## src/hw/colmix_video_pkg.sv

```systemverilog
package colmix_video_pkg;

    // pixel periods between the colour register and the video outputs
    localparam int PXL_DLY = 8;

    // priority PROM output, one layer per pixel
    typedef logic [1:0] layer_sel_t;

    // codes out of the priority table
    // any code other than these two picks the scroll layer
    localparam layer_sel_t CHAR_SEL = 2'd3;
    localparam layer_sel_t OBJ_SEL  = 2'd2;

    // palette bank of each layer, top two bits of the 9-bit palette address
    localparam logic [1:0] CHAR_PAL = 2'd3;
    localparam logic [1:0] OBJ_PAL  = 2'd2;
    localparam logic [1:0] SCR_PAL  = 2'd1;

    // character layer pixel
    // idx of 2'b11 is the transparent colour
    typedef struct packed {
        logic       win;
        logic [3:0] grp;
        logic [1:0] idx;
    } char_pxl_t;

    // scroll layer pixel, code[3:0] also goes to the priority table
    typedef struct packed {
        logic       win;
        logic [6:0] code;
    } scr_pxl_t;

    // object pixel, col of 4'hf means nothing drawn here
    typedef struct packed {
        logic [2:0] grp;
        logic [3:0] col;
    } obj_pxl_t;

    // 12-bit colour word as sent to the video DAC
    typedef struct packed {
        logic [3:0] r;
        logic [3:0] g;
        logic [3:0] b;
    } rgb_t;

endpackage
```

## src/hw/blank_delay.sv

```systemverilog
`timescale 1ns/1ps

module blank_delay (
    input  logic                  clk,
    input  logic                  rst,
    input  logic                  pxl_cen,
    input  logic                  lhbl,
    input  logic                  lvbl,
    input  colmix_video_pkg::rgb_t rgb_in,
    output logic                  lhbl_dly,
    output logic                  lvbl_dly,
    output colmix_video_pkg::rgb_t rgb_out
);

    // one stage of the line, colour travels with its blanking levels
    typedef struct packed {
        colmix_video_pkg::rgb_t rgb;
        logic                   lhbl;
        logic                   lvbl;
    } dly_t;

    // levels sampled on the same edge as the colour register in the core
    logic lhbl_q;
    logic lvbl_q;

    dly_t line [colmix_video_pkg::PXL_DLY];

    always_ff @(posedge clk or posedge rst) begin
        if (rst) begin
            lhbl_q <= 1'b0;
            lvbl_q <= 1'b0;
            for (int i = 0; i < colmix_video_pkg::PXL_DLY; i++) begin
                line[i] <= '0;
            end
        end else if (pxl_cen) begin
            lhbl_q <= lhbl;
            lvbl_q <= lvbl;
            // stage 0 takes the word the core captured on the previous pxl_cen
            line[0] <= '{rgb: rgb_in, lhbl: lhbl_q, lvbl: lvbl_q};
            for (int i = 1; i < colmix_video_pkg::PXL_DLY; i++) begin
                line[i] <= line[i-1];
            end
        end
    end

    // last stage drives the video outputs
    assign rgb_out  = line[colmix_video_pkg::PXL_DLY-1].rgb;
    assign lhbl_dly = line[colmix_video_pkg::PXL_DLY-1].lhbl;
    assign lvbl_dly = line[colmix_video_pkg::PXL_DLY-1].lvbl;

endmodule

```

## config.mk

```make
export PLATFORM = sky130hd
export DESIGN_NAME = blank_delay
export DESIGN_NICKNAME = d
export VERILOG_FILES = /design/src/hw/colmix_video_pkg.sv /design/src/hw/blank_delay.sv
export SDC_FILE = /design/constraint.sdc
export NUM_CORES = 1
export LEC_CHECK = 0
export CAP_MARGIN = 20
export CORE_MARGIN = 2
export CORE_UTILIZATION = 60
export DETAILED_ROUTE_END_ITERATION = 10
export DONT_BUFFER_PORTS = 1
export PLACE_DENSITY = 0.77
export SLEW_MARGIN = 20
export SYNTH_ARGS = -nofsm -noshare
export SYNTH_HDL_FRONTEND = slang
export SYNTH_SLANG_ARGS = --single-unit
```

## constraint.sdc

```tcl
create_clock -name clk -period 9.65 [get_ports clk]
set_input_delay 0.4825 -clock clk [delete_from_list [all_inputs] [get_ports clk]]
set_output_delay 0.4825 -clock clk [all_outputs]
set_load 0.01 [all_outputs]
```

* Word level (Yosys, flattened, before mapping)
Cells that the tools add are included.
Word-level totals: bits in latches 0, register bits after elaboration 114, bits in read-only memories 0, logic and storage cells 42, bits of input ports 17, memories kept 0, output and inout port bits 14, RAM bits 0
Cells by class: add/sub/neg operators 0, reductions and logical operators 0, eq/ne operators 0, $mul 0, shift operators 0, multiplexer cells 0, divide/modulo/power cells 0, magnitude comparators 0, bitwise operators 0

* Depth between registers and ports, before layout
Gate-level depths: netlist of the first run.
depth after elaboration 0, depth in mapped cells 4, mapped depth without buffers 1

* Worst setup path after synthesis of the first run
OpenSTA, ideal clock, no wires.
path type input-to-reg, start point input pxl_cen, end point register line[100] (netlist name), setup time 125 ps, path buffers 3, data arrival time 1157 ps, data required time 9525 ps, path slack 8367 ps, cell stages on the path 4, path through buf_6 buf_8 buf_6 mux2_4
RTL lines:
- from (decl) | line blank_delay.sv:6 | input logic pxl_cen,
- to (signal, indexed assignment) | line blank_delay.sv:41 | line[i] <= line[i-1];
- to (decl) | line blank_delay.sv:26 | dly_t line [colmix_video_pkg::PXL_DLY];
No word-level cell between the ends.

==> summary.md, run 1 <==
| Metric | Value |
|---|---|
| R2r setup slk | 8800 ps |
| Die area | 8338 um2 |
| Fin. Hold Viols | 0 |
| Reg-to-reg endpoint | lvbl_dly |
| Register Area | 2853 um2 |
| DR vias | 1908 |
| H-tree levels | 4 |
| Syn nets | 271 |
| Ant. Diodes | 0 |
| Arr. time, crit path | 2250 ps |
| Routability congestion estimate from global placement | 0.6067 |
| Vias in the first global route | 2028 |
| Crit-path cells | dlygate4sd3_1 -> inv_4 -> buf_4 |
| Crit path capture type | asynchronous set/reset pin |
| Fraction of the yosys area taken by sequential cells | 62.36% |
| Peak VDD IR | 0.1547 mV |
| Crit start category | input port |
| Nets@finish | 267 |
| Synth warnings | 0 |
| DR WL/cell | 16.25 um |
| CTS root buf | clkbuf_8 |
| CP Data Required Time | 10160 ps |
| CTS tree | done |
| Worst Slack Setup Final | 7908 ps |
| Clock transition at the registers of the reported paths | 50 ps |
| Hold EP | line[100] |
| Average cell area after synthesis | 18.01 um2 |
| Skew-Pair Late Insertion Delay | 510 ps |
| Adder-cell share of the synthesized area | 0% |
| Hold Crit Class | in2reg |
| Share of cells above drive strength 1 | 55.51% |
| Worst-margin pin slew | 914.6 ps |
| Biggest area consumer among synthesized cells | dfrtp_1 |
| Post-cts repair resize count | 0 |
| Non-Filler Instances | 362 |
| Synth Register Bits | 114 |
| Slew margin rel. | 39.03% |
| Largest stage delay, worst path | 810 ps |
| Synth area leaders | dfrtp_1, mux2_4, mux2_2, buf_4, buf_6 |
| Total GRT Usage | 16.64% |
| Synth Area in Compound Gates | 0% |
| Yosys top cell area share | 62.36% |
| Worst path buffer plus inverter count | 3 |
| Die Wd | 91.32 um |
| DR DRC count | 0 |
| First-pass DRT Iterations | 4 |
| Reg2reg path depth | 1 |
| Simple-Gate Fraction of Synth Area | 0% |
| Setup_tns | 0 ps |
| Pre-CTS worst setup slack | 7891 ps |
| Area taken by multi-input logic gates | 1509 um2 |
| Final core utilization | 69.48% |
| Crit-path slowest cell | buf_4 |
| DR iter-0 viols | 101 |
| Synth Cell Area | 4574 um2 |
| Status | finished clean |
| Skew final | 6.395 ps |
| Netlist cell types | 8 |
| Pwr dens | 289.9 nW/um2 |
| FMAX | 0.5742 GHz |
| Final Max Tran Viols | 0 |
| Starting Density | 62.40% |
| HPWL after DPL | 3.229 mm |
| Syn-to-layout area delta | 11.35% |
| WHS | 113.5 ps |
| Port buffer count | 0 |
| Crit path max fanout | 77 |
| Top Ports | 31 |
| Most frequent cells in the layout | dfrtp_1, mux2_4, mux2_2, clkbuf_16, clkinv_2 |
| Grt total ovfl | 0 |
| Total Wirelength | 5.882 mm |
| RSZ-0062 raised after global routing | false |
| Mapped Cells | 254 |
| Share of the clock period used by the worst path | 18.05% |
| Most common cell after layout, fill and taps aside | dfrtp_1 |
| Setup violators final | 0 |
| Critical path type | in2async |
| Die height | 91.32 um |
| Placed Cells | 329 |
| Post-detailed-route count of antenna-violating nets | 0 |
| CTS sink cnt | 114 |
| Lkg Pwr | 2.359 nW |
| Cts bufs inserted | 17 |
| Via density | 5.271 |
| Main combinational cell family by area after synthesis | multiplexers |
| Hold depth | 1 |
| Min cycle time layout | 1742 ps |
| RR Startpoint | lvbl_dly |
| Largest net degree at the start of global routing | 115 |
| First-pass GRT wire length | 10.38 mm |
| Crit path max-delay family | buffers and inverters |
| Longest Clk Path Bufs | 2 |
| Initial antenna violation count | 0 |
| Num rows | 31 |
| Core Footprint | 7331 um2 |
| Mux cell area share after synthesis | 32.99% |
| Fill count | 449 |
| Hold path start | rgb_in[0] |
| Maxcap violations | 0 |
| Post-Synth XOR/XNOR Area | 0% |
-- layer usage --
| metal | up-vias | track usage (%) | part of all wire (%) |
|---|---|---|---|
| li1 | 877 | - | - |
| met1 | 971 | 23.14 | 50 |
| met2 | 49 | 22.16 | 43 |
| met3 | 11 | 7.469 | 5.3 |
| met4 | 0 | 8.333 | 2.0 |
| met5 | - | 0 | 0 |
-- cell usage after synthesis (all sizes together) --
master  number
mux2       114
dfrtp      114
inv          1
buf         25
-- state kept, by name, indices dropped and copies added (netlist names) --
name	count
line	98
lhbl_q	1
lvbl_q	1
rgb_out	12
lhbl_dly	1
lvbl_dly	1
-- timing repair --
action / in CTS / in global routing
hold endpoints to repair: 37 / 0
setup buffers: 0 / 0
hold buffers: 1 / 0
-- logic make-up after synthesis --
group	count (synthesis)
buf+inv	26
flops	114
mux	114
-- report_power, final --
group          internal [mW]  switching [mW]
Combinational          0.135          0.0398
Sequential             0.609          0.0886
Clock                  0.403           0.201
Total                   1.15           0.330
-- through the flow --
step,total power [mW],area (um2)
global placement,0.8622,4499
finish,1.477,5094
global route,1.549,5094
detailed placement,0.8813,4499
floorplan,0.8805,4574
CTS,1.497,5094
-- worst max path at each step --
stage | start | end | slack, ps | depth (start not counted)
floorplan | rst | lhbl_dly | 6150 | 1
finish | rst | rgb_out[10] | 7910 | 3
CTS | rst | line[77] | 7820 | 3
detailed placement | rst | line[109] | 7890 | 2
global placement | rst | rgb_out[8] | 7920 | 2
global route | rst | line[32] | 7600 | 3
-- layout make-up --
type / instances / area share (%)
clock buffer: 21 / 8.818
timing repair buffer: 2 / 0.3439
clock inverter: 11 / 2.653
tap: 99 / 2.432
sequential: 114 / 56.01
inverter: 1 / 0.1228
multi-input combinational: 114 / 29.62
(Power assumes the default switching activity.)
==> run 2, diff against run 1 <==
--- a/config.mk
+++ b/config.mk
@@ -7,10 +7,10 @@
 export LEC_CHECK = 0
 export CAP_MARGIN = 20
 export CORE_MARGIN = 2
-export CORE_UTILIZATION = 60
+export CORE_UTILIZATION = 56
 export DETAILED_ROUTE_END_ITERATION = 10
 export DONT_BUFFER_PORTS = 1
-export PLACE_DENSITY = 0.77
+export PLACE_DENSITY = 0.75
 export SLEW_MARGIN = 20
 export SYNTH_ARGS = -nofsm -noshare
 export SYNTH_HDL_FRONTEND = slang
==> constraint.sdc (replaced) <==
create_clock -name clk -period 1.6 [get_ports clk]
set_input_delay 0.08 -clock clk [delete_from_list [all_inputs] [get_ports clk]]
set_output_delay 0.08 -clock clk [all_outputs]
set_load 0.01 [all_outputs]
==> summary.md, run 2 (same netlist as run 1, synthesis figures left out) <==
| Metric | Value |
|---|---|
| Placed Cells | 332 |
| Min cycle time layout | 1364 ps |
| Largest net degree at the start of global routing | 115 |
| Crit path max-delay family | buffers and inverters |
| DR vias | 2280 |
| Setup violators final | 0 |
| CTS sink cnt | 114 |
| Worst path buffer plus inverter count | 1 |
| Port buffer count | 0 |
| Final Max Tran Viols | 0 |
| Cts bufs inserted | 17 |
| Crit start category | flip-flop |
| H-tree levels | 4 |
| Post-detailed-route count of antenna-violating nets | 0 |
| Share of cells above drive strength 1 | 40.39% |
| Non-Filler Instances | 461 |
| DR iter-0 viols | 44 |
| Crit path from | lvbl_dly |
| Skew-Pair Late Insertion Delay | 490 ps |
| Peak VDD IR | 0.8819 mV |
| DR WL/cell | 15.96 um |
| Initial antenna violation count | 0 |
| Die height | 94.38 um |
| Lkg Pwr | 2.777 nW |
| Crit-path slowest cell | dlygate4sd3_1 |
| Pwr dens | 1624 nW/um2 |
| RR Startpoint | lvbl_dly |
| Largest register FFs | 98 |
| Share of the clock period used by the worst path | 85.23% |
| Most frequent cells in the layout | dfrtp_1, dlygate4sd3_1, mux2_4, mux2_2, clkbuf_16 |
| Nets@finish | 363 |
| Worst-margin pin slew | 590.0 ps |
| Core Footprint | 7807 um2 |
| CTS tree | done |
| Vias in the first global route | 2581 |
| Overall power | 9.905 mW |
| Ant. Diodes | 0 |
| Top Ports | 31 |
| Via density | 4.946 |
| Largest Register | line |
| Fin. Hold Viols | 0 |
| Syn-to-layout area delta | 33.32% |
| Clock transition at the registers of the reported paths | 50 ps |
| Post-route cell area | 6098 um2 |
| Grt total ovfl | 0 |
| FMAX | 0.7333 GHz |
| CTS root buf | clkbuf_8 |
| Skew final | 6.669 ps |
| Most common cell after layout, fill and taps aside | dfrtp_1 |
| Longest Clk Path Bufs | 2 |
| Pre-CTS worst setup slack | 780.7 ps |
| Hold path start | pxl_cen |
| First-pass DRT Iterations | 4 |
| Slew margin rel. | 60.67% |
| Starting Density | 58.59% |
| Crit-path cells | mux2_4 -> dlygate4sd3_1 |
| Post-cts repair resize count | 0 |
| Placed cell area | 4517 um2 |
| Crit path capture type | flip-flop |
| Crit path max fanout | 2 |
| Total Wirelength | 7.357 mm |
| DR DRC count | 0 |
| Total GRT Usage | 18.68% |
| Final core utilization | 78.11% |
| HPWL after DPL | 3.064 mm |
| Routability congestion estimate from global placement | 0.6377 |
| Num rows | 32 |
| CP Data Required Time | 1970 ps |
| RSZ-0062 raised after global routing | false |
| First-pass GRT wire length | 12.56 mm |
| Die Wd | 94.38 um |
| Die area | 8908 um2 |
| WHS | 23.22 ps |
| Arr. time, crit path | 1740 ps |
| Critical path type | reg2reg |
| Hold Crit Class | in2reg |
| Setup_tns | 0 ps |
| Worst Slack Setup Final | 236.3 ps |
| Status | finished clean |
| Largest stage delay, worst path | 550 ps |
| Maxcap violations | 0 |
[run 2: cell count changes in the layout (fill, tap and decap cells not counted), moves of 2 or more]
cell,delta
buf_12,+2
clkbuf_1,+2
clkinv_2,-3
dlygate4sd3_1,+95
clkinvlp_4,+2
[run 2: power by group]
group	internal, mW	switching, mW	leakage, nW
Clock	2.56	1.23	0.285
Combinational	1.50	0.412	1.14
Sequential	3.67	0.534	1.35
Total	7.73	2.17	2.78
[run 2: timing repair]
item                                   CTS  global route
endpoints found under the hold margin  228             0
buffers inserted                         0             0
hold buffers                            97             0
[run 2: cell type report]
cell class                 count  area (um2)
inverter                       1       7.507
sequential                   114        2853
fill                         447        1709
timing repair buffer          98        1001
clock inverter                10       157.7
tap                          102       127.6
multi-input combinational    114        1509
clock buffer                  22       442.9
[run 2: worst paths after layout]
check,to,slack (ps),depth (start not counted)
worst max register to register,lvbl_dly,240,2
max in group asynchronous,line[82],920,3
worst max-delay path,lvbl_dly,240,2
worst min-delay path,line[44],20,2
min in group asynchronous,rgb_out[11],210,3
worst min register to register,line[85],510,1
[run 2: worst register-to-register path: cells and delay by family (launching register included)]
kind | cells | cell delay [ps]
buf+inv | 1 | 550
flops | 1 | 420
mux | 1 | 280
[run 2: metal layers]
| metal | up-vias | track usage (%) | wire (um) |
|---|---|---|---|
| met5 | - | 0 | 0 |
| met4 | 0 | 6.522 | 52 |
| met3 | 4 | 5.427 | 170 |
| met2 | 33 | 29.82 | 3594 |
| met1 | 1178 | 24.71 | 3540 |
| li1 | 1065 | - | - |
