## src/hw/colmix_mem_pkg.sv

```systemverilog
package colmix_mem_pkg;

    // palette RAM is 512 entries of two bytes
    localparam int PAL_AW = 10;

    // priority PROM address width, 256 entries
    localparam int PRIO_AW = 8;

    // CPU side write into the palette RAM
    // we is a single clock strobe
    typedef struct packed {
        logic              we;
        logic [PAL_AW-1:0] addr;
        logic [7:0]        data;
    } pal_wr_t;

    // loader write into the priority PROM
    typedef struct packed {
        logic               we;
        logic [PRIO_AW-1:0] addr;
        logic [1:0]         data;
    } prio_wr_t;

    // sizes of both stores in entries
    localparam int PAL_DEPTH  = 1 << PAL_AW;
    localparam int PRIO_DEPTH = 1 << PRIO_AW;

endpackage

```

## src/hw/colmix_video_pkg.sv

```systemverilog
package colmix_video_pkg;

    // pixel periods between the colour register and the video outputs
    localparam int PXL_DLY = 8;

    // priority PROM output, one layer per pixel
    typedef logic [1:0] layer_sel_t;

    // codes out of the priority table
    // any code other than these two picks the scroll layer
    localparam layer_sel_t CHAR_SEL = 2'd3;
    localparam layer_sel_t OBJ_SEL  = 2'd2;

    // palette bank of each layer, top two bits of the 9-bit palette address
    localparam logic [1:0] CHAR_PAL = 2'd3;
    localparam logic [1:0] OBJ_PAL  = 2'd2;
    localparam logic [1:0] SCR_PAL  = 2'd1;

    // character layer pixel
    // idx of 2'b11 is the transparent colour
    typedef struct packed {
        logic       win;
        logic [3:0] grp;
        logic [1:0] idx;
    } char_pxl_t;

    // scroll layer pixel, code[3:0] also goes to the priority table
    typedef struct packed {
        logic       win;
        logic [6:0] code;
    } scr_pxl_t;

    // object pixel, col of 4'hf means nothing drawn here
    typedef struct packed {
        logic [2:0] grp;
        logic [3:0] col;
    } obj_pxl_t;

    // 12-bit colour word as sent to the video DAC
    typedef struct packed {
        logic [3:0] r;
        logic [3:0] g;
        logic [3:0] b;
    } rgb_t;

endpackage
```

## src/hw/prio_prom.sv

```systemverilog
`timescale 1ns/1ps

module prio_prom (
    input  logic                               clk,
    input  colmix_mem_pkg::prio_wr_t           wr,
    input  logic [colmix_mem_pkg::PRIO_AW-1:0] addr,
    output colmix_video_pkg::layer_sel_t       prio
);

    // table contents, one layer code for each combination of
    // scroll nibble, transparency and window bits
    logic [1:0] mem [colmix_mem_pkg::PRIO_DEPTH];

    // program port
    // the loader fills the table before video starts and may reload
    // it during vertical blank
    always_ff @(posedge clk) begin
        if (wr.we) begin
            mem[wr.addr] <= wr.data;
        end
    end

    // lookup has no clock
    // the palette address has to settle within the same pixel phase
    assign prio = mem[addr];

endmodule

```

## config.mk

```make
export PLATFORM = sky130hd
export DESIGN_NAME = prio_prom
export DESIGN_NICKNAME = d
export VERILOG_FILES = /design/src/hw/colmix_mem_pkg.sv /design/src/hw/colmix_video_pkg.sv /design/src/hw/prio_prom.sv
export SDC_FILE = /design/constraint.sdc
export NUM_CORES = 1
export LEC_CHECK = 0
export BUFFER_PORTS_ARGS = -buffer_cell sky130_fd_sc_hd__buf_4
export CORE_MARGIN = 5
export CORE_UTILIZATION = 48
export DETAILED_ROUTE_END_ITERATION = 8
export PLACE_DENSITY = 0.67
export SLEW_MARGIN = 20
export SYNTH_ARGS = -nofsm -noshare
export SYNTH_HDL_FRONTEND = slang
export SYNTH_SLANG_ARGS = --single-unit
```

## constraint.sdc

```tcl
create_clock -name clk -period 8.6 [get_ports clk]
set_input_delay 2.15 -clock clk [delete_from_list [all_inputs] [get_ports clk]]
set_output_delay 2.15 -clock clk [all_outputs]
set_load 0.1 [all_outputs]
```

Word-level counts from Yosys, hierarchy flattened
Memory sizes are Yosys's and may differ from the RTL's.
Index checks and enable logic that the tools add are counted.
Word-level totals
  register bits after elaboration: 0
  memory bits (writable): 512
  output and inout port bits: 2
  word-level logic and storage cells: 3
  memories kept: 1
Memories
  mem: words 256, bits a word 2, read ports 1, clocked after Yosys merged registers in 0, wr ports 1, line prio_prom.sv:12  | logic [1:0] mem [colmix_mem_pkg::PRIO_DEPTH];
Cells by class
  multiplexer cells: 2
Operators with widths (count)
  1-bit two-way mux: 2

Longest topological paths before layout
Gate-level depths: netlist of the first run.
  depth after elaboration: 2
  depth in mapped cells: 11

Least setup slack after synthesis of the first run
Ideal clock, no wire load.
  path type: input to output
  from: in addr[0] (netlist name)
  to: out prio[1]
  data arrival time: 4.889 ns
  data required time: 6.450 ns
  slack: 1.561 ns
  stages: 11
  cells stage by stage: buf_6 buf_12 buf_12 buf_12 buf_12 mux2i_1 a221oi_1 o21ai_1 a21oi_1 nand2_1 a311oi_2
On the way
  cells in the longest elaborated chain, start to end: 1
Ends and longest elaborated chain
  from (decl): line prio_prom.sv:6  | input logic [colmix_mem_pkg::PRIO_AW-1:0] addr,
  memory read 256 x 2 bit
  to (decl): line prio_prom.sv:7  | output colmix_video_pkg::layer_sel_t prio
No other way between the ends.

Final worst setup path of the first run
  from: in addr[1] (netlist name)
  to: out prio[1]
Same word-level chain as after synthesis.

==> qor.txt, run 1 <==
status = completed
Routability Congestion = 0.833
Regs by FF count = mem: 512 flops
die area = 48800 sq um
setup_tns = 0 ns
HPWL after DPL = 29.8 mm
Synth top cells by count = edfxtp_1, nor2_1, mux4_2, mux2i_1, clkbuf_1
initial antenna violation count = 1
Final Max Slew Viols = 0
H-Tree Depth = 2
CTS tree = yes
EDFF count, synth = 512
DRT iter0 DRCs = 1526
FP Rows = 77
Post-Syn Area = 21300 sq um
ant diodes = 0
final wirelength = 49.5 mm
total track usage = 0.200
largest net degree at the start of global routing = 118
area leader, netlist = edfxtp_1
global route overflow = 0
Syn Nets = 1260
Fin. Hold Viols = 0
worst hold path depth = 1
most frequent CP cell = buf_4
Hold Startpoint = wr[1]
crit end category = primary output
Logic pwr share = 0.055
first-pass GRT wire length = 73.6 mm
Final setup viols = 0
drc violations = 0
Final min period = 7.42 ns
Flop pwr share = 0.542
Ports = 22
DR pass1 iterations = 5
CP startpoint kind = primary input
hold_buf cts = 0
largest cells by area after synthesis = edfxtp_1, mux4_2, nor2_1, mux2i_1, mux4_1
post-route ant nets = 0
Synth Register Bits = 512
CP max-delay cell = nand3_1
pwr dens = 217 nW/um^2
Fill cells = 3552
post-CTS setup buffer count = 0
IO buf count = 21
CORE AREA = 44100 sq um
clock root cell = clkbuf_16
share of layout cells above drive strength 1 = 0.160
crit path cell chain = buf_4 > nand3_1 > o221ai_1 > a211oi_1 > o31ai_1 > o22ai_2 > a311oi_2 > buf_4
area occupied by multi-input gates = 5360 sq um
Tot Pwr = 5.08 mW
ys async rst share = 0
post-synth top area share = 0.720
Seq. cell area = 15400 sq um
number of gates resized after CTS = 0
routed vias/inst = 6.09
top_reg_cell synth = edfxtp_1
Largest register FFs = 512
Switch Pwr = 1.11 mW
top-count cell post-synth = edfxtp_1
DIE HEIGHT = 221 um
CTS max path bufs = 3
period utilization = 0.862
Max FO, Critical Path = 49
worst setup path category = in -> out
Area Growth Syn to Fin = 9.49%
Hold Path Sink = mem[179][1]
max incr delay on CP = 0.77 ns
FMAX = 135 MHz
routed vias = 11434
sequential-to-total area share from yosys stat = 0.720
Most flops, register = mem
Avg WL per Cell = 26.4 um
vias in the first global route = 11479
# clock sinks = 512
Die X-Extent = 221 um
Initial Util = 0.484
final net count = 1264
Switching Share = 0.218
Max IR drop VDD = 0.169 mV
WP data required = 6.45 ns
Netlist cell types = 50
unrepaired setup endpoints after global routing = no
min-delay worst type = in -> reg
P_int = 3.97 mW
Post-Syn Area per Cell = 17.2 sq um
Rel. slew slack = 0.264
Ys Warns = 0
Clock transition at path regs = 0.05 ns
P_leak = 7.16 nW
Slew @ Worst Pin = 1.10 ns
arrival time at the worst endpoint = 5.27 ns
CTS Buf Count = 52
Max Cap Violations = 0
Clk pwr share = 0.403
post-synthesis cell count = 1240
[worst max-delay path, delay by kind of cell]
family | cells | cell delay (ns)
and+or+nand+nor | 1 | 0.77
AOI/OAI and AO/OA | 5 | 1.35
buffers and inverters | 2 | 0.94
[logic make-up (layout without fill, tap and decap cells)]
family,count (synthesis),after routing,share of synthesized area
and+or+nand+nor,354,354,0.0677
DFF,512,512,0.720
buffers and inverters,96,140,0.0293
AOI/OAI and AO/OA,107,107,0.0386
muxes,171,171,0.144
[power groups by stage]
stage               Combinational (mW)  Clock [mW]  Sequential, mW
finish                           0.278        2.05            2.75
global route                     0.295        2.19            2.75
CTS                              0.278        2.08            2.75
detailed placement               0.278           0            2.80
global placement                 0.274           0            2.80
floorplan                        0.177           0            2.80
[routing by layer]
layer | vias to the layer above | routed length [um] | track usage
met3 | 75 | 4350 | 0.0416
met2 | 511 | 23200 | 0.305
met5 | - | 8 | 0
met4 | 2 | 1160 | 0.0582
li1 | 4913 | - | -
met1 | 5933 | 20900 | 0.296
[layout by cell type (no fill, tap or decap), types with 3 or more instances in the layout]
| cell type | synthesis | layout |
|---|---|---|
| a211oi_1 | 10 | 10 |
| o21ai_0 | 10 | 10 |
| nand2_1 | 29 | 29 |
| a22o_1 | 8 | 8 |
| and2_1 | 3 | 3 |
| o21ai_1 | 7 | 7 |
| inv_1 | 4 | 4 |
| clkbuf_1 | 53 | 14 |
| a22oi_1 | 4 | 4 |
| nand3_2 | 0 | 3 |
| mux2_2 | 8 | 8 |
| o31ai_1 | 4 | 4 |
| clkinv_1 | 0 | 15 |
| nand4_1 | 9 | 9 |
| a221oi_1 | 7 | 7 |
| mux4_2 | 82 | 82 |
| buf_12 | 8 | 3 |
| buf_4 | 2 | 34 |
| o221ai_1 | 16 | 16 |
| a2111oi_0 | 6 | 6 |
| edfxtp_1 | 512 | 512 |
| a21oi_1 | 9 | 9 |
| inv_6 | 0 | 3 |
| clkinv_2 | 0 | 6 |
| nor2_1 | 268 | 268 |
| clkbuf_16 | 0 | 53 |
| o22ai_1 | 7 | 7 |
| nand3_1 | 27 | 24 |
| mux4_1 | 20 | 20 |
| nor2b_1 | 11 | 10 |
| mux2i_1 | 61 | 61 |
[cell type report]
type	count	share of cell area
clock buffer	67	0.0590
clock inverter	27	0.00584
inverter	6	0.000964
multi-input combinational	632	0.229
sequential	512	0.658
tap	592	0.0317
timing repair buffer	40	0.0151
[worst max-delay path by stage]
stage	slack, ns	from	cells past startpoint	endpoint
finish	1.18	addr[1]	8	prio[1]
global route	0.99	addr[1]	8	prio[1]
global placement	1.31	addr[1]	8	prio[1]
detailed placement	1.22	addr[1]	8	prio[1]
floorplan	1.56	addr[0]	11	prio[1]
CTS	1.22	addr[1]	8	prio[1]
[through the flow]
stage                     utilization  hold slack [ns]  setup slack, ns  cells  instance area [sq um]
final                           0.530             2.11             1.18   1876                  23400
after global routing            0.530             2.12            0.991   1876                  23400
after CTS                       0.530             2.08             1.22   1876                  23400
after detailed placement        0.495             2.69             1.22   1782                  21900
after global placement          0.495             2.68             1.31   1782                  21800
after floorplan                     -             2.25             1.56   1240                  21300
Power figures use the tool's default switching activity.
==> run 2, diff against run 1 <==
--- a/config.mk
+++ b/config.mk
@@ -6,10 +6,12 @@
 export NUM_CORES = 1
 export LEC_CHECK = 0
 export BUFFER_PORTS_ARGS = -buffer_cell sky130_fd_sc_hd__buf_4
+export CELL_PAD_IN_SITES_DETAIL_PLACEMENT = 1
+export CELL_PAD_IN_SITES_GLOBAL_PLACEMENT = 2
 export CORE_MARGIN = 5
-export CORE_UTILIZATION = 48
+export CORE_UTILIZATION = 44
 export DETAILED_ROUTE_END_ITERATION = 8
-export PLACE_DENSITY = 0.67
+export PLACE_DENSITY = 0.8
 export SLEW_MARGIN = 20
 export SYNTH_ARGS = -nofsm -noshare
 export SYNTH_HDL_FRONTEND = slang
==> constraint.sdc (replaced) <==
create_clock -name clk -period 6.3 [get_ports clk]
set_input_delay 1.575 -clock clk [delete_from_list [all_inputs] [get_ports clk]]
set_output_delay 1.575 -clock clk [all_outputs]
set_load 0.1 [all_outputs]
==> run 2 against run 1 <==
Power increased by 42%. Clock power increased by 50%. Utilization decreased by 3.3 points. Cell count increased by 2.4%. Setup slack got worse by 0.86 ns. Die area increased by 8.7%. Critical endpoint is now prio[0].
==> qor.txt, run 2 (same netlist as run 1, synthesis figures left out) <==
hold_buf cts = 0
setup_tns = 0 ns
CORE AREA = 47800 sq um
Clock transition at path regs = 0.06 ns
final instance area = 23800 sq um
final wirelength = 55.4 mm
status = completed
die area = 53000 sq um
Regs by FF count = mem: 512 flops
Fin. Hold Viols = 0
arrival time at the worst endpoint = 4.41 ns
Max IR drop VDD = 0.299 mV
Final setup viols = 0
CTS max path bufs = 3
period utilization = 0.949
clock root cell = clkbuf_16
Avg WL per Cell = 28.8 um
Die X-Extent = 230 um
worst setup path category = in -> out
origin of the worst setup path = addr[2]
Routability Congestion = 0.817
Final Max Slew Viols = 0
final net count = 1287
HPWL after DPL = 35.1 mm
Switching Share = 0.214
max incr delay on CP = 0.56 ns
drc violations = 0
total track usage = 0.209
FP Rows = 80
global route overflow = 0
met3 WL = 3.51 mm
CP max-delay cell = nor2b_2
Final min period = 5.98 ns
Ports = 22
Logic pwr share = 0.056
CP Depth = 8
Top Layer Used = met4
Largest register FFs = 512
post-route ant nets = 0
CP startpoint kind = primary input
Slew @ Worst Pin = 1.02 ns
WP data required = 4.72 ns
Flop pwr share = 0.519
Cell Area, Placed = 22100 sq um
largest net degree at the start of global routing = 152
Fill cells = 4423
vias in the first global route = 12430
IO buf count = 21
pwr dens = 304 nW/um^2
routed vias/inst = 6.03
# clock sinks = 512
met2 wire length = 27.6 mm
Worst setup endpoint = prio[0]
met1 wire length = 22.8 mm
share of layout cells above drive strength 1 = 0.179
ant diodes = 0
Area Growth Syn to Fin = 11.4%
P_leak = 7.37 nW
Max Cap Violations = 0
post-CTS setup buffer count = 0
CTS Buf Count = 51
initial antenna violation count = 1
Rel. slew slack = 0.323
min-delay worst type = in -> reg
CTS tree = yes
Initial Util = 0.446
P_int = 5.69 mW
Switch Pwr = 1.54 mW
H-Tree Depth = 2
Max FO, Critical Path = 20
first-pass GRT wire length = 82.2 mm
DR pass1 iterations = 5
DIE HEIGHT = 230 um
crit path cell chain = buf_4 > nor2b_2 > buf_4 > a211oi_1 > o21ai_0 > a31oi_1 > a211oi_2 > buf_4
unrepaired setup endpoints after global routing = no
crit end category = primary output
number of gates resized after CTS = 0
most frequent cells in the layout = edfxtp_1, nor2_1, mux4_2, mux2i_1, buf_4
Most flops, register = mem
CP bufs+invs = 3
commonest non-fill, non-tap cell in the layout = edfxtp_1
FMAX = 167 MHz
most frequent CP cell = buf_4
Crit path max-delay family = compound AO/OA/AOI/OAI gates
Clk pwr share = 0.425
DRT iter0 DRCs = 1300
routed vias = 11576
[run 2: cell count changes in the layout (fill, tap and decap cells not counted), sizes merged]
cell,change
clkinv,-4
buf,+23
inv,-2
bufinv,+7
clkbuf,-2
[run 2: cell type report]
type	instances	area (sq um)	area share
clock buffer	64	1350	0.0566
tap	615	769	0.0324
sequential	512	15400	0.647
clock inverter	28	328	0.0138
timing repair buffer	64	586	0.0246
inverter	6	22.5	0.000947
multi-input combinational	632	5350	0.225
[run 2: worst min-delay path by stage]
stage | slack, ns | to | cells after the start | from
after detailed placement | 2.13 | mem[174][1] | 3 | wr[4]
after global placement | 2.12 | mem[204][0] | 3 | wr[4]
final | 1.53 | mem[174][1] | 3 | wr[4]
after global routing | 1.53 | mem[206][1] | 3 | wr[4]
after CTS | 1.50 | mem[204][1] | 3 | wr[4]
after floorplan | 1.67 | mem[0][0] | 0 | wr[0]
[run 2: metrics by stage]
stage               utilization  std cells  total power, mW  setup slack, ns  hold WS (ns)
floorplan                     -       1240             4.07            0.411          1.67
global placement          0.462       1829             4.22            0.395          2.12
detailed placement        0.462       1829             4.23            0.368          2.13
CTS                       0.497       1921             7.29            0.324          1.50
global route              0.497       1921             7.47            0.292          1.53
finish                    0.497       1921             7.23            0.318          1.53
[run 2: metal layers]
layer	up-vias	global-route usage
met1	6074	0.290
met5	-	0
met2	450	0.347
met4	0	0.0641
li1	4960	-
met3	92	0.0317
[run 2: power by group through the flow]
stage / clock, mW / combinational [mW] / sequential (mW)
2_1_floorplan: 0 / 0.242 / 3.83
3_3_place_gp: 0 / 0.394 / 3.83
3_5_place_dp: 0 / 0.403 / 3.83
4_1_cts: 3.13 / 0.405 / 3.76
5_1_grt: 3.29 / 0.425 / 3.75
6_report: 3.07 / 0.403 / 3.76
