<file path="config.mk">
export PLATFORM = sky130hd
export DESIGN_NAME = colmix_core
export DESIGN_NICKNAME = d
export VERILOG_FILES = /design/src/hw/colmix_mem_pkg.sv /design/src/hw/colmix_video_pkg.sv /design/src/hw/colmix_core.sv
export SDC_FILE = /design/constraint.sdc
export NUM_CORES = 1
export LEC_CHECK = 0
export ABC_AREA = 1
export BUFFER_PORTS_ARGS = -buffer_cell sky130_fd_sc_hd__buf_2
export CAP_MARGIN = 20
export CORE_MARGIN = 2
export CORE_UTILIZATION = 41
export CTS_BUF_LIST = sky130_fd_sc_hd__clkbuf_4 sky130_fd_sc_hd__clkbuf_8
export DETAILED_ROUTE_END_ITERATION = 8
export PLACE_DENSITY = 0.93
export SYNTH_ARGS = -nofsm -noshare
export SYNTH_HDL_FRONTEND = slang
export SYNTH_SLANG_ARGS = --single-unit
</file>
<file path="constraint.sdc">
create_clock -name clk -period 1.49 [get_ports clk]
set_clock_uncertainty 0.05 [all_clocks]
set_input_delay 0.298 -clock clk [delete_from_list [all_inputs] [get_ports clk]]
set_output_delay 0.298 -clock clk [all_outputs]
set_load 0.01 [all_outputs]
</file>
<file path="src/hw/colmix_mem_pkg.sv">
package colmix_mem_pkg;

    // palette RAM is 512 entries of two bytes
    localparam int PAL_AW = 10;

    // priority PROM address width, 256 entries
    localparam int PRIO_AW = 8;

    // CPU side write into the palette RAM
    // we is a single clock strobe
    typedef struct packed {
        logic              we;
        logic [PAL_AW-1:0] addr;
        logic [7:0]        data;
    } pal_wr_t;

    // loader write into the priority PROM
    typedef struct packed {
        logic               we;
        logic [PRIO_AW-1:0] addr;
        logic [1:0]         data;
    } prio_wr_t;

    // sizes of both stores in entries
    localparam int PAL_DEPTH  = 1 << PAL_AW;
    localparam int PRIO_DEPTH = 1 << PRIO_AW;

endpackage

</file>
<file path="src/hw/colmix_video_pkg.sv">
package colmix_video_pkg;

    // pixel periods between the colour register and the video outputs
    localparam int PXL_DLY = 8;

    // priority PROM output, one layer per pixel
    typedef logic [1:0] layer_sel_t;

    // codes out of the priority table
    // any code other than these two picks the scroll layer
    localparam layer_sel_t CHAR_SEL = 2'd3;
    localparam layer_sel_t OBJ_SEL  = 2'd2;

    // palette bank of each layer, top two bits of the 9-bit palette address
    localparam logic [1:0] CHAR_PAL = 2'd3;
    localparam logic [1:0] OBJ_PAL  = 2'd2;
    localparam logic [1:0] SCR_PAL  = 2'd1;

    // character layer pixel
    // idx of 2'b11 is the transparent colour
    typedef struct packed {
        logic       win;
        logic [3:0] grp;
        logic [1:0] idx;
    } char_pxl_t;

    // scroll layer pixel, code[3:0] also goes to the priority table
    typedef struct packed {
        logic       win;
        logic [6:0] code;
    } scr_pxl_t;

    // object pixel, col of 4'hf means nothing drawn here
    typedef struct packed {
        logic [2:0] grp;
        logic [3:0] col;
    } obj_pxl_t;

    // 12-bit colour word as sent to the video DAC
    typedef struct packed {
        logic [3:0] r;
        logic [3:0] g;
        logic [3:0] b;
    } rgb_t;

endpackage
</file>
<file path="src/hw/colmix_core.sv">
`timescale 1ns/1ps

module colmix_core (
    input  logic                            clk,
    input  logic                            rst,
    input  logic                            pxl_cen,
    input  logic                            pxl2_cen,
    // layer pixels, stable for the whole pixel period
    input  colmix_video_pkg::char_pxl_t     char_pxl,
    input  colmix_video_pkg::scr_pxl_t      scr_pxl,
    input  colmix_video_pkg::obj_pxl_t      obj_pxl,
    // bit 0 characters, bit 1 scroll, bit 2 objects
    input  logic [2:0]                      layer_en,
    // only the strobe is used here, for the gray flag
    input  colmix_mem_pkg::pal_wr_t         pal_wr,
    // priority table lookup
    output logic [7:0]                      prio_addr,
    input  colmix_video_pkg::layer_sel_t    prio,
    // palette read port
    output logic [9:0]                      pal_rd_addr,
    input  logic [7:0]                      pal_q,
    output colmix_video_pkg::rgb_t          rgb
);

    logic       obj_blank;
    logic       char_opaque;
    logic       char_win;
    logic       scr_win;
    logic [8:0] pal_addr;
    // palette byte select, 0 for red/green and 1 for blue
    logic       lsb;
    // red/green byte held until blue arrives
    logic [7:0] byte0;
    // set until the CPU writes the palette for the first time
    logic       gray;

    // disabled objects look fully transparent
    assign obj_blank = (&obj_pxl.col) | ~layer_en[2];

    // index 2'b11 is the transparent character colour
    assign char_opaque = ~(&char_pxl.idx) & layer_en[0];

    // window bits let a layer move ahead of another one in the table
    assign char_win = char_pxl.win;
    assign scr_win  = scr_pxl.win & layer_en[1];

    assign prio_addr = {scr_pxl.code[3:0], obj_blank, char_win, scr_win, char_opaque};

    // palette entry of the winning layer
    always_comb begin
        if (prio == colmix_video_pkg::CHAR_SEL) begin
            // characters use only the upper half of their bank
            pal_addr = {colmix_video_pkg::CHAR_PAL, 1'b1, char_pxl.grp, char_pxl.idx};
        end else if (prio == colmix_video_pkg::OBJ_SEL) begin
            pal_addr = {colmix_video_pkg::OBJ_PAL, obj_pxl.grp, obj_pxl.col};
        end else begin
            pal_addr = {colmix_video_pkg::SCR_PAL, scr_pxl.code};
        end
    end

    assign pal_rd_addr = {pal_addr, lsb};

    // byte select sequencing
    // c0 and c1 read byte 0, c2 and c3 read byte 1
    // pxl_cen wins since it always comes with pxl2_cen
    always_ff @(posedge clk or posedge rst) begin
        if (rst) begin
            lsb <= 1'b0;
        end else if (pxl_cen) begin
            lsb <= 1'b0;
        end else if (pxl2_cen) begin
            lsb <= 1'b1;
        end
    end

    // byte 0 is on pal_q during c1, keep it for the end of the pixel
    always_ff @(posedge clk) begin
        if (pxl2_cen && !pxl_cen) begin
            byte0 <= pal_q;
        end
    end

    // start-up gray ramp, cleared for good by any palette write
    always_ff @(posedge clk or posedge rst) begin
        if (rst) begin
            gray <= 1'b1;
        end else if (pal_wr.we) begin
            gray <= 1'b0;
        end
    end

    // colour word, blue comes straight from the RAM in c3
    always_ff @(posedge clk or posedge rst) begin
        if (rst) begin
            rgb <= '0;
        end else if (pxl_cen) begin
            if (gray) begin
                rgb <= '{r: ~pal_addr[3:0], g: ~pal_addr[3:0], b: ~pal_addr[3:0]};
            end else begin
                rgb <= '{r: byte0[7:4], g: byte0[3:0], b: pal_q[7:4]};
            end
        end
    end

endmodule

</file>
After elaboration in Yosys (flattened, before gate mapping)
Cells that the tools add are included.

Bitwise logic cells: 6. Equal/unequal tests: 2. Mux-type cells: 5. Reductions and logical operators: 5.

Operators by type and width (count): 9-bit two-way mux (2); 12-bit two-way mux (1); 2-bit equality test (second input constant) (2); 4-bit inverter (1); 4-bit AND reduction (1); 1-bit bitwise AND (2); 1-bit two-way mux (2); 1-bit inverter (2); 2-bit AND reduction (1); 2-bit nonzero test (1); 1-bit logical AND (1); 1-bit zero test (1); 1-bit bitwise OR (1).

Word-level logic and storage cells: 24. Input bits: 58. Output and inout port bits: 30. Bits in registers: 22.

Logic depth before layout (Yosys ltp)
Gate-level depths: netlist of the first run.

Depth in word-level cells: 5. Mapped depth: 5. Depth with buffers taken out: 5.

Worst setup path after synthesis of the first run
OpenSTA, ideal clock, no wires.

Path kind: in2reg. From: in pxl_cen. To: reg byte0[0], enable pin. Required time: 1070 ps. Setup time: 370 ps. Setup slack: 228 ps. Buffers on the path: 1. Stages on the path: 2. Arrival: 842 ps. Cell sequence: buf_2 -> nor2_1.

Cells in the longest elaborated chain, start to end: 2.

Ends and longest elaborated chain: from (decl) (RTL line colmix_core.sv:6) `input logic pxl_cen,`; 1-bit zero test (RTL line colmix_core.sv:78) `if (pxl2_cen && !pxl_cen) begin`; 1-bit logical AND (RTL line colmix_core.sv:78); to (signal assigned) (RTL line colmix_core.sv:79) `byte0 <= pal_q;`; to (decl) (RTL line colmix_core.sv:33) `logic [7:0] byte0;`.

No other way between the ends. A chain may end at the register's enable or synchronous reset.

Final worst setup path of the first run
From: in prio[0]. To: out pal_rd_addr[7].

Cells in the longest elaborated chain, start to end: 3. Elaborated cells between the ends (all ways): 4. Those cells by class: eq/ne: 2; mux: 2.

Ends and longest elaborated chain: from (decl) (RTL line colmix_core.sv:18) `input colmix_video_pkg::layer_sel_t prio,`; 2-bit equality test (RTL line colmix_core.sv:54) `end else if (prio == colmix_video_pkg::OBJ_SEL) begin`; 9-bit two-way mux (RTL line colmix_core.sv:54); 9-bit two-way mux (*) (RTL line colmix_core.sv:51) `if (prio == colmix_video_pkg::CHAR_SEL) begin`; to (decl) (RTL line colmix_core.sv:20) `output logic [9:0] pal_rd_addr,`.

Mark *: on every way between the ends. The rest lies on a longest branch, timed or not.

==> summary.json, run 1 <==
{
  "design_area_mm2": 0.001500,
  "num_rows": 19,
  "maxSlewViolCount": 0,
  "clk_pin_slew_worst_paths_ps": 100,
  "relSlewSlack_pct": 62.01,
  "clock_insertion_delay_worst_skew_ps": 310,
  "cts-root-buf": "sky130_fd_sc_hd__clkbuf_4",
  "layout_min_cycle_time_ps": 1336,
  "cp_max_fo": 7,
  "fraction_of_the_yosys_area_taken_by_sequential_cells_pct": 51.08,
  "synth-edff-count": 8,
  "post_cts_buffers": 0,
  "status": "finished clean",
  "pre_cts_ws_ps": 152.6,
  "synthesis.nets": 178,
  "grt_start_max_net_pins": 15,
  "drc_errors": 0,
  "layout.cells.most_common_list": "67 x sky130_fd_sc_hd__buf_2, 15 x sky130_fd_sc_hd__nor2_1, 15 x sky130_fd_sc_hd__a21oi_1",
  "place_congestion": 0.7582,
  "powerDensity_mw_per_mm2": 848.7,
  "clock_path_buffers": 2,
  "cts-buffers-inserted": 3,
  "numClockSinks": 22,
  "holdCritPathClass": "input pin to flop",
  "drt-initial-drc-count": 66,
  "netlist_area_pre_place_mm2": 0.001159,
  "setup_repair_after_global_routing_missed_its_margin": "no",
  "die_h_um": 57.16,
  "post-place-cells": 208,
  "avgSynthCellArea_um2": 9.655,
  "finalHoldWorstSlack_ps": 66.43,
  "route.antenna.remaining_nets": 0,
  "diodes": 0,
  "fmaxAchievable_mhz": 748.7,
  "grt_first_pass_wirelength_um": 4409,
  "final.period_utilization_pct": 89.64,
  "finalSetupViolations": 0,
  "totalWireLength_um": 2763,
  "routed_via_density": 5.061,
  "fp.coreArea_mm2": 0.002710,
  "cts_tree": "yes",
  "synth-warning-count": 0,
  "layout.cells.most_common": "sky130_fd_sc_hd__buf_2",
  "fin_ws_ps": 154.4,
  "ys_seq_elements": 22,
  "utilization_pct": 55.36,
  "groute.usage.overall_pct": 17.19,
  "synth_ff_type": "sky130_fd_sc_hd__dfrtp_1",
  "layout-area-overhead-vs-synth_pct": 29.48,
  "timing.critical_path.from_type": "input pin",
  "timing_worst_slew_pin_value_ps": 569.2,
  "initial_antenna_violation_count": 0,
  "endpoint_kind": "output port",
  "count_of_non_filler_cells_in_the_finished_layout": 213,
  "power.total_mw": 1.273,
  "dieWidth_um": 57.16,
  "io_buffers": 67,
  "cts_htree_levels": 1,
  "hpwlAfterDp_um": 2192,
  "fp.dieArea_mm2": 0.003267,
  "filler_cell_count": 244,
  "grt.overflow.total": 0,
  "via_count": 1078,
  "first_global_vias": 1037,
  "finalHoldViolCount": 0,
  "fin_tns_setup_ps": 0,
  "num-nets-final": 241,
  "synthArstFlopShare_pct": 63.64,
  "drt_pass1_iterations": 4,
  "initial_core_util_pct": 42.75,
  "count_of_mapped_cells_out_of_synthesis": 120,
  "vdd_drop_max_v": 0.0007117,
  "post_route_cells_drive_above_1_share_pct": 52.20,
  "design.portCount": 88,
  "mean_routed_wirelength_per_cell_um": 12.97,
  "maxCapViolations": 0,
  "post_cts_hold_buffer_count": 1,
  "yosysUniqueCellTypes": 20,
  "power.static_leakage_nw": 0.7474,
  "criticalPathCategory": "input pin to output port",
  "critical_path_required_ps": 1140,
  "place_area_mm2": 0.001460,
  "postCtsResizedCells": 0,
  "worst-endpoint-arrival_ps": 990
}
[area by class of cell]
type / count / area, µm² / area share [%]
Multi-Input combinational cell: 74 / 426.7 / 28.44
Timing Repair Buffer: 72 / 375.4 / 25.02
Clock buffer: 4 / 30.03 / 2.002
Tap cell: 31 / 38.79 / 2.585
Sequential cell: 22 / 591.8 / 39.45
Inverter: 10 / 37.54 / 2.502
[report_power, final]
group          switching, mW  total (mW)  internal [mW]
sequential            0.0241       0.702          0.678
clock                  0.168       0.291          0.123
combinational          0.154       0.280          0.126
total                  0.347        1.27          0.927
[synthesized netlist by cell type, types with 2 or more instances]
| cell | n | area share, % |
|---|---|---|
| sky130_fd_sc_hd__a21oi_1 | 15 | 6.5 |
| sky130_fd_sc_hd__nor2_1 | 15 | 4.9 |
| sky130_fd_sc_hd__dfrtp_1 | 13 | 28 |
| sky130_fd_sc_hd__nand2_1 | 13 | 4.2 |
| sky130_fd_sc_hd__buf_4 | 11 | 7.1 |
| sky130_fd_sc_hd__nand3_1 | 10 | 4.3 |
| sky130_fd_sc_hd__a21oi_2 | 9 | 6.8 |
| sky130_fd_sc_hd__edfxtp_1 | 8 | 21 |
| sky130_fd_sc_hd__inv_1 | 8 | 2.6 |
| sky130_fd_sc_hd__nand3_2 | 4 | 3.5 |
| sky130_fd_sc_hd__nand4_2 | 4 | 4.3 |
| sky130_fd_sc_hd__inv_2 | 2 | 0.65 |
[flip-flops by register name, summed over array words and instances (netlist names)]
| name | count |
|---|---|
| lsb | 1 |
| gray | 1 |
| rgb | 12 |
| byte0 | 8 |
[cells by family after synthesis]
family	count (synthesis)	share of synthesized area, %
flops	22	51.08
compound gates	27	15.12
buf+inv	24	12.09
simple gates	47	21.71
[worst max-delay path: stages]
cell	delay, ps
sky130_fd_sc_hd__buf_2	140
sky130_fd_sc_hd__nor2_1	180
sky130_fd_sc_hd__inv_1	70
sky130_fd_sc_hd__o22ai_1	100
sky130_fd_sc_hd__inv_1	50
sky130_fd_sc_hd__buf_2	130
[metal layers]
| metal | GRT usage, % | vias up | wire (µm) |
|---|---|---|---|
| li1 | - | 523 | - |
| met1 | 21.19 | 490 | 1167 |
| met2 | 30.87 | 60 | 1306 |
| met3 | 2.268 | 5 | 245 |
| met4 | 5.980 | 0 | 43 |
| met5 | 0 | - | 0 |
[path summary, 6_finish.rpt]
path	from	endpoint	slack [ps]	depth (start not counted)
max in group asynchronous	rst	gray	490	3
max reg2reg	gray	rgb[4]	300	3
min in group asynchronous	rst	rgb[0]	520	3
max	prio[0]	pal_rd_addr[7]	150	6
min	pal_wr[18]	gray	70	2
min reg2reg	lsb	lsb	450	1
No activity file was read; power rests on OpenSTA's default activity.
==> run 2, diff against run 1 <==
--- a/config.mk
+++ b/config.mk
@@ -10,8 +10,9 @@
 export CAP_MARGIN = 20
 export CORE_MARGIN = 2
 export CORE_UTILIZATION = 41
-export CTS_BUF_LIST = sky130_fd_sc_hd__clkbuf_4 sky130_fd_sc_hd__clkbuf_8
+export CTS_BUF_LIST = sky130_fd_sc_hd__clkbuf_2 sky130_fd_sc_hd__clkbuf_4 sky130_fd_sc_hd__clkbuf_8
 export DETAILED_ROUTE_END_ITERATION = 8
+export MAX_ROUTING_LAYER = met4
 export PLACE_DENSITY = 0.93
 export SYNTH_ARGS = -nofsm -noshare
 export SYNTH_HDL_FRONTEND = slang
==> run 2 against run 1 <==
  * Sequential cell count stayed put
  * Fmax hardly changed
  * Global-route usage is 0.49 points higher
  * Power is 0.33% higher
  * Cell area stayed put
  * Non-clock buffer count stayed put
==> summary.json, run 2 (synthesis results as in run 1) <==
{
  "route.antenna.remaining_nets": {"value": 0, "change": "unchanged"},
  "grt.overflow.total": {"value": 0, "change": "unchanged"},
  "post-place-cells": {"value": 208, "change": "unchanged"},
  "first_global_vias": {"value": 1042, "change": "+0.48%"},
  "area_used_by_multi_input_combinational_logic": {"value": 426.7, "unit": "µm²", "change": "unchanged"},
  "switchingPower": {"value": 350.9, "unit": "µW", "change": "+1.2%"},
  "post_route_cells_drive_above_1_share": {"value": 52.20, "unit": "%", "change": "unchanged"},
  "criticalPathCategory": "input pin to output port",
  "timing.critical_path.from_type": "input pin",
  "via_count": {"value": 1070, "change": "-0.74%"},
  "cpLargestDelayFamily": "buffers and inverters",
  "worst-endpoint-arrival": {"value": 990, "unit": "ps", "change": "about the same"},
  "top_regs": "rgb (12), byte0 (8)",
  "cts_tree": "yes",
  "largest_reg_flops": {"value": 12, "change": "unchanged"},
  "postCtsResizedCells": {"value": 0, "change": "unchanged"},
  "filler_cell_count": {"value": 244, "change": "unchanged"},
  "clock_path_buffers": {"value": 2, "change": "unchanged"},
  "initial_antenna_violation_count": {"value": 0, "change": "unchanged"},
  "num-nets-final": {"value": 241, "change": "unchanged"},
  "holdCritPathClass": "input pin to flop",
  "place_congestion": {"value": 0.7681, "change": "+1.3%"},
  "io_buffers": {"value": 67, "change": "unchanged"},
  "cts-buffers-inserted": {"value": 3, "change": "unchanged"},
  "mean_routed_wirelength_per_cell": {"value": 12.94, "unit": "µm", "change": "-0.22%"},
  "p_comb_share": {"value": 21.9, "unit": "%", "change": "about the same"},
  "timing_worst_slew_pin_value": {"value": 556.0, "unit": "ps", "change": "-13.18 ps"},
  "crit_chain": "buf_2 -> nor2_1 -> inv_1 -> o22ai_1 -> inv_1 -> buf_2",
  "post_cts_hold_buffer_count": {"value": 1, "change": "unchanged"},
  "r2r.worst_path.cells": {"value": 3, "change": "unchanged"},
  "cp_max_fo": {"value": 7, "change": "unchanged"},
  "clock_insertion_delay_worst_skew": {"value": 310, "unit": "ps", "change": "about the same"},
  "critical_path_required": {"value": 1140, "unit": "ps", "change": "about the same"},
  "seq_power_share": {"value": 54.9, "unit": "%", "change": "-0.2 points"},
  "final.period_utilization": {"value": 89.64, "unit": "%", "change": "about the same"},
  "clk_pin_slew_worst_paths": {"value": 100, "unit": "ps", "change": "about the same"},
  "cts_htree_levels": {"value": 1, "change": "unchanged"},
  "layout-area-overhead-vs-synth": {"value": 29.48, "unit": "%", "change": "unchanged"},
  "num_rows": {"value": 19, "change": "unchanged"},
  "cpMaxStageDelayCell": "sky130_fd_sc_hd__nor2_1",
  "routed_via_density": {"value": 5.023, "change": "-0.74%"},
  "powerDensity": {"value": 851.5, "unit": "mW/mm²", "change": "+0.33%"},
  "drt-initial-drc-count": {"value": 65, "change": "-1.5%"},
  "relSlewSlack": {"value": 62.89, "unit": "%", "change": "+0.88 points"},
  "power_switching_share": {"value": 27.47, "unit": "%", "change": "+0.24 points"},
  "die_h": {"value": 57.16, "unit": "µm", "change": "unchanged"},
  "setup_repair_after_global_routing_missed_its_margin": "no",
  "post_cts_buffers": {"value": 0, "change": "unchanged"},
  "max_stage_delay": {"value": 180, "unit": "ps", "change": "about the same"},
  "count_of_non_filler_cells_in_the_finished_layout": {"value": 213, "change": "unchanged"},
  "final-seq-area": {"value": 591.8, "unit": "µm²", "change": "unchanged"},
  "dieWidth": {"value": 57.16, "unit": "µm", "change": "unchanged"},
  "drt_pass1_iterations": {"value": 4, "change": "unchanged"},
  "power.total": {"value": 1.277, "unit": "mW", "change": "+0.33%"},
  "fmaxAchievable": {"value": 748.7, "unit": "MHz", "change": "about the same"},
  "groute.usage.overall": {"value": 17.67, "unit": "%", "change": "+0.49 points"},
  "internal_power": {"value": 926.5, "unit": "µW", "change": "about the same"},
  "largest-register": "rgb",
  "initial_core_util": {"value": 42.75, "unit": "%", "change": "unchanged"},
  "crit_buf_inv": {"value": 4, "change": "unchanged"},
  "status": "finished clean",
  "design.portCount": {"value": 88, "change": "unchanged"},
  "hold-path-cell-count": {"value": 2, "change": "unchanged"},
  "power.static_leakage": {"value": 0.7474, "unit": "nW", "change": "unchanged"},
  "drc_errors": {"value": 0, "change": "unchanged"},
  "totalWireLength": {"value": 2757, "unit": "µm", "change": "-0.22%"},
  "fin_tns_setup": {"value": 0, "unit": "ps", "change": "unchanged"},
  "finalHoldViolCount": {"value": 0, "change": "unchanged"},
  "grt_start_max_net_pins": {"value": 15, "change": "unchanged"},
  "maxCapViolations": {"value": 0, "change": "unchanged"},
  "timing.critical_path.depth": {"value": 6, "change": "unchanged"},
  "numClockSinks": {"value": 22, "change": "unchanged"},
  "fp.dieArea": {"value": 0.003267, "unit": "mm²", "change": "unchanged"},
  "layout.cells.most_common_list": "67 x sky130_fd_sc_hd__buf_2, 15 x sky130_fd_sc_hd__nor2_1, 15 x sky130_fd_sc_hd__a21oi_1",
  "maxSlewViolCount": {"value": 0, "change": "unchanged"},
  "diodes": {"value": 0, "change": "unchanged"},
  "grt_first_pass_wirelength": {"value": 4402, "unit": "µm", "change": "-0.16%"},
  "layout_min_cycle_time": {"value": 1336, "unit": "ps", "change": "+0.08800 ps"},
  "cts-root-buf": "sky130_fd_sc_hd__clkbuf_4",
  "fp.coreArea": {"value": 0.002710, "unit": "mm²", "change": "unchanged"},
  "endpoint_kind": "output port",
  "layout.cells.most_common": "sky130_fd_sc_hd__buf_2",
  "clockPowerShare": {"value": 23.2, "unit": "%", "change": "+0.3 points"},
  "vdd_drop_max": {"value": 0.0007254, "unit": "V", "change": "+1.9%"},
  "hpwlAfterDp": {"value": 2192, "unit": "µm", "change": "unchanged"},
  "finalSetupViolations": {"value": 0, "change": "unchanged"}
}
-- run 2: per-layer routing --
layer  vias up  global-route usage [%]  share of wire, %
met5         -                       -                 0
met4         0                   5.980               1.6
met3         5                   1.814               8.1
met2        58                   31.03                48
met1       486                   21.19                42
li1        521                       -                 -
-- run 2: path summary, 6_finish.rpt --
| kind | from | endpoint | slack [ps] |
|---|---|---|---|
| worst max-delay path | prio[0] | pal_rd_addr[7] | 150 |
| worst min-delay path | pal_wr[18] | gray | 70 |
| worst max register to register | gray | rgb[4] | 310 |
| worst min register to register | lsb | lsb | 450 |
| max in group asynchronous | rst | gray | 490 |
| min in group asynchronous | rst | rgb[0] | 510 |
-- run 2: metrics by stage --
stage / hold WS (ps) / cell area (µm²) / util (%) / setup WS [ps]
2_1_floorplan: 136.5 / 1159 / - / 228.1
3_3_place_gp: 307.0 / 1460 / 53.88 / 172.8
4_1_cts: 65.75 / 1500 / 55.36 / 150.3
6_report: 67.30 / 1500 / 55.36 / 154.3
5_1_grt: 72.78 / 1500 / 55.36 / 94.73
3_5_place_dp: 327.1 / 1460 / 53.88 / 152.6
-- run 2: final cells by class --
cell class / instances / area share (%)
inverters: 10 / 2.502
clock buffers: 4 / 2.002
repair buffers: 72 / 25.02
well taps: 31 / 2.585
flip-flops and latches: 22 / 39.45
multi-input cells: 74 / 28.44
-- run 2: power by group through the flow --
stage          logic [mW]  registers, mW  clock network [mW]
2_1_floorplan       0.138          0.728                   0
3_5_place_dp        0.279          0.714                   0
4_1_cts             0.282          0.702               0.294
3_3_place_gp        0.270          0.714                   0
5_1_grt             0.308          0.708               0.314
6_report            0.280          0.702               0.296
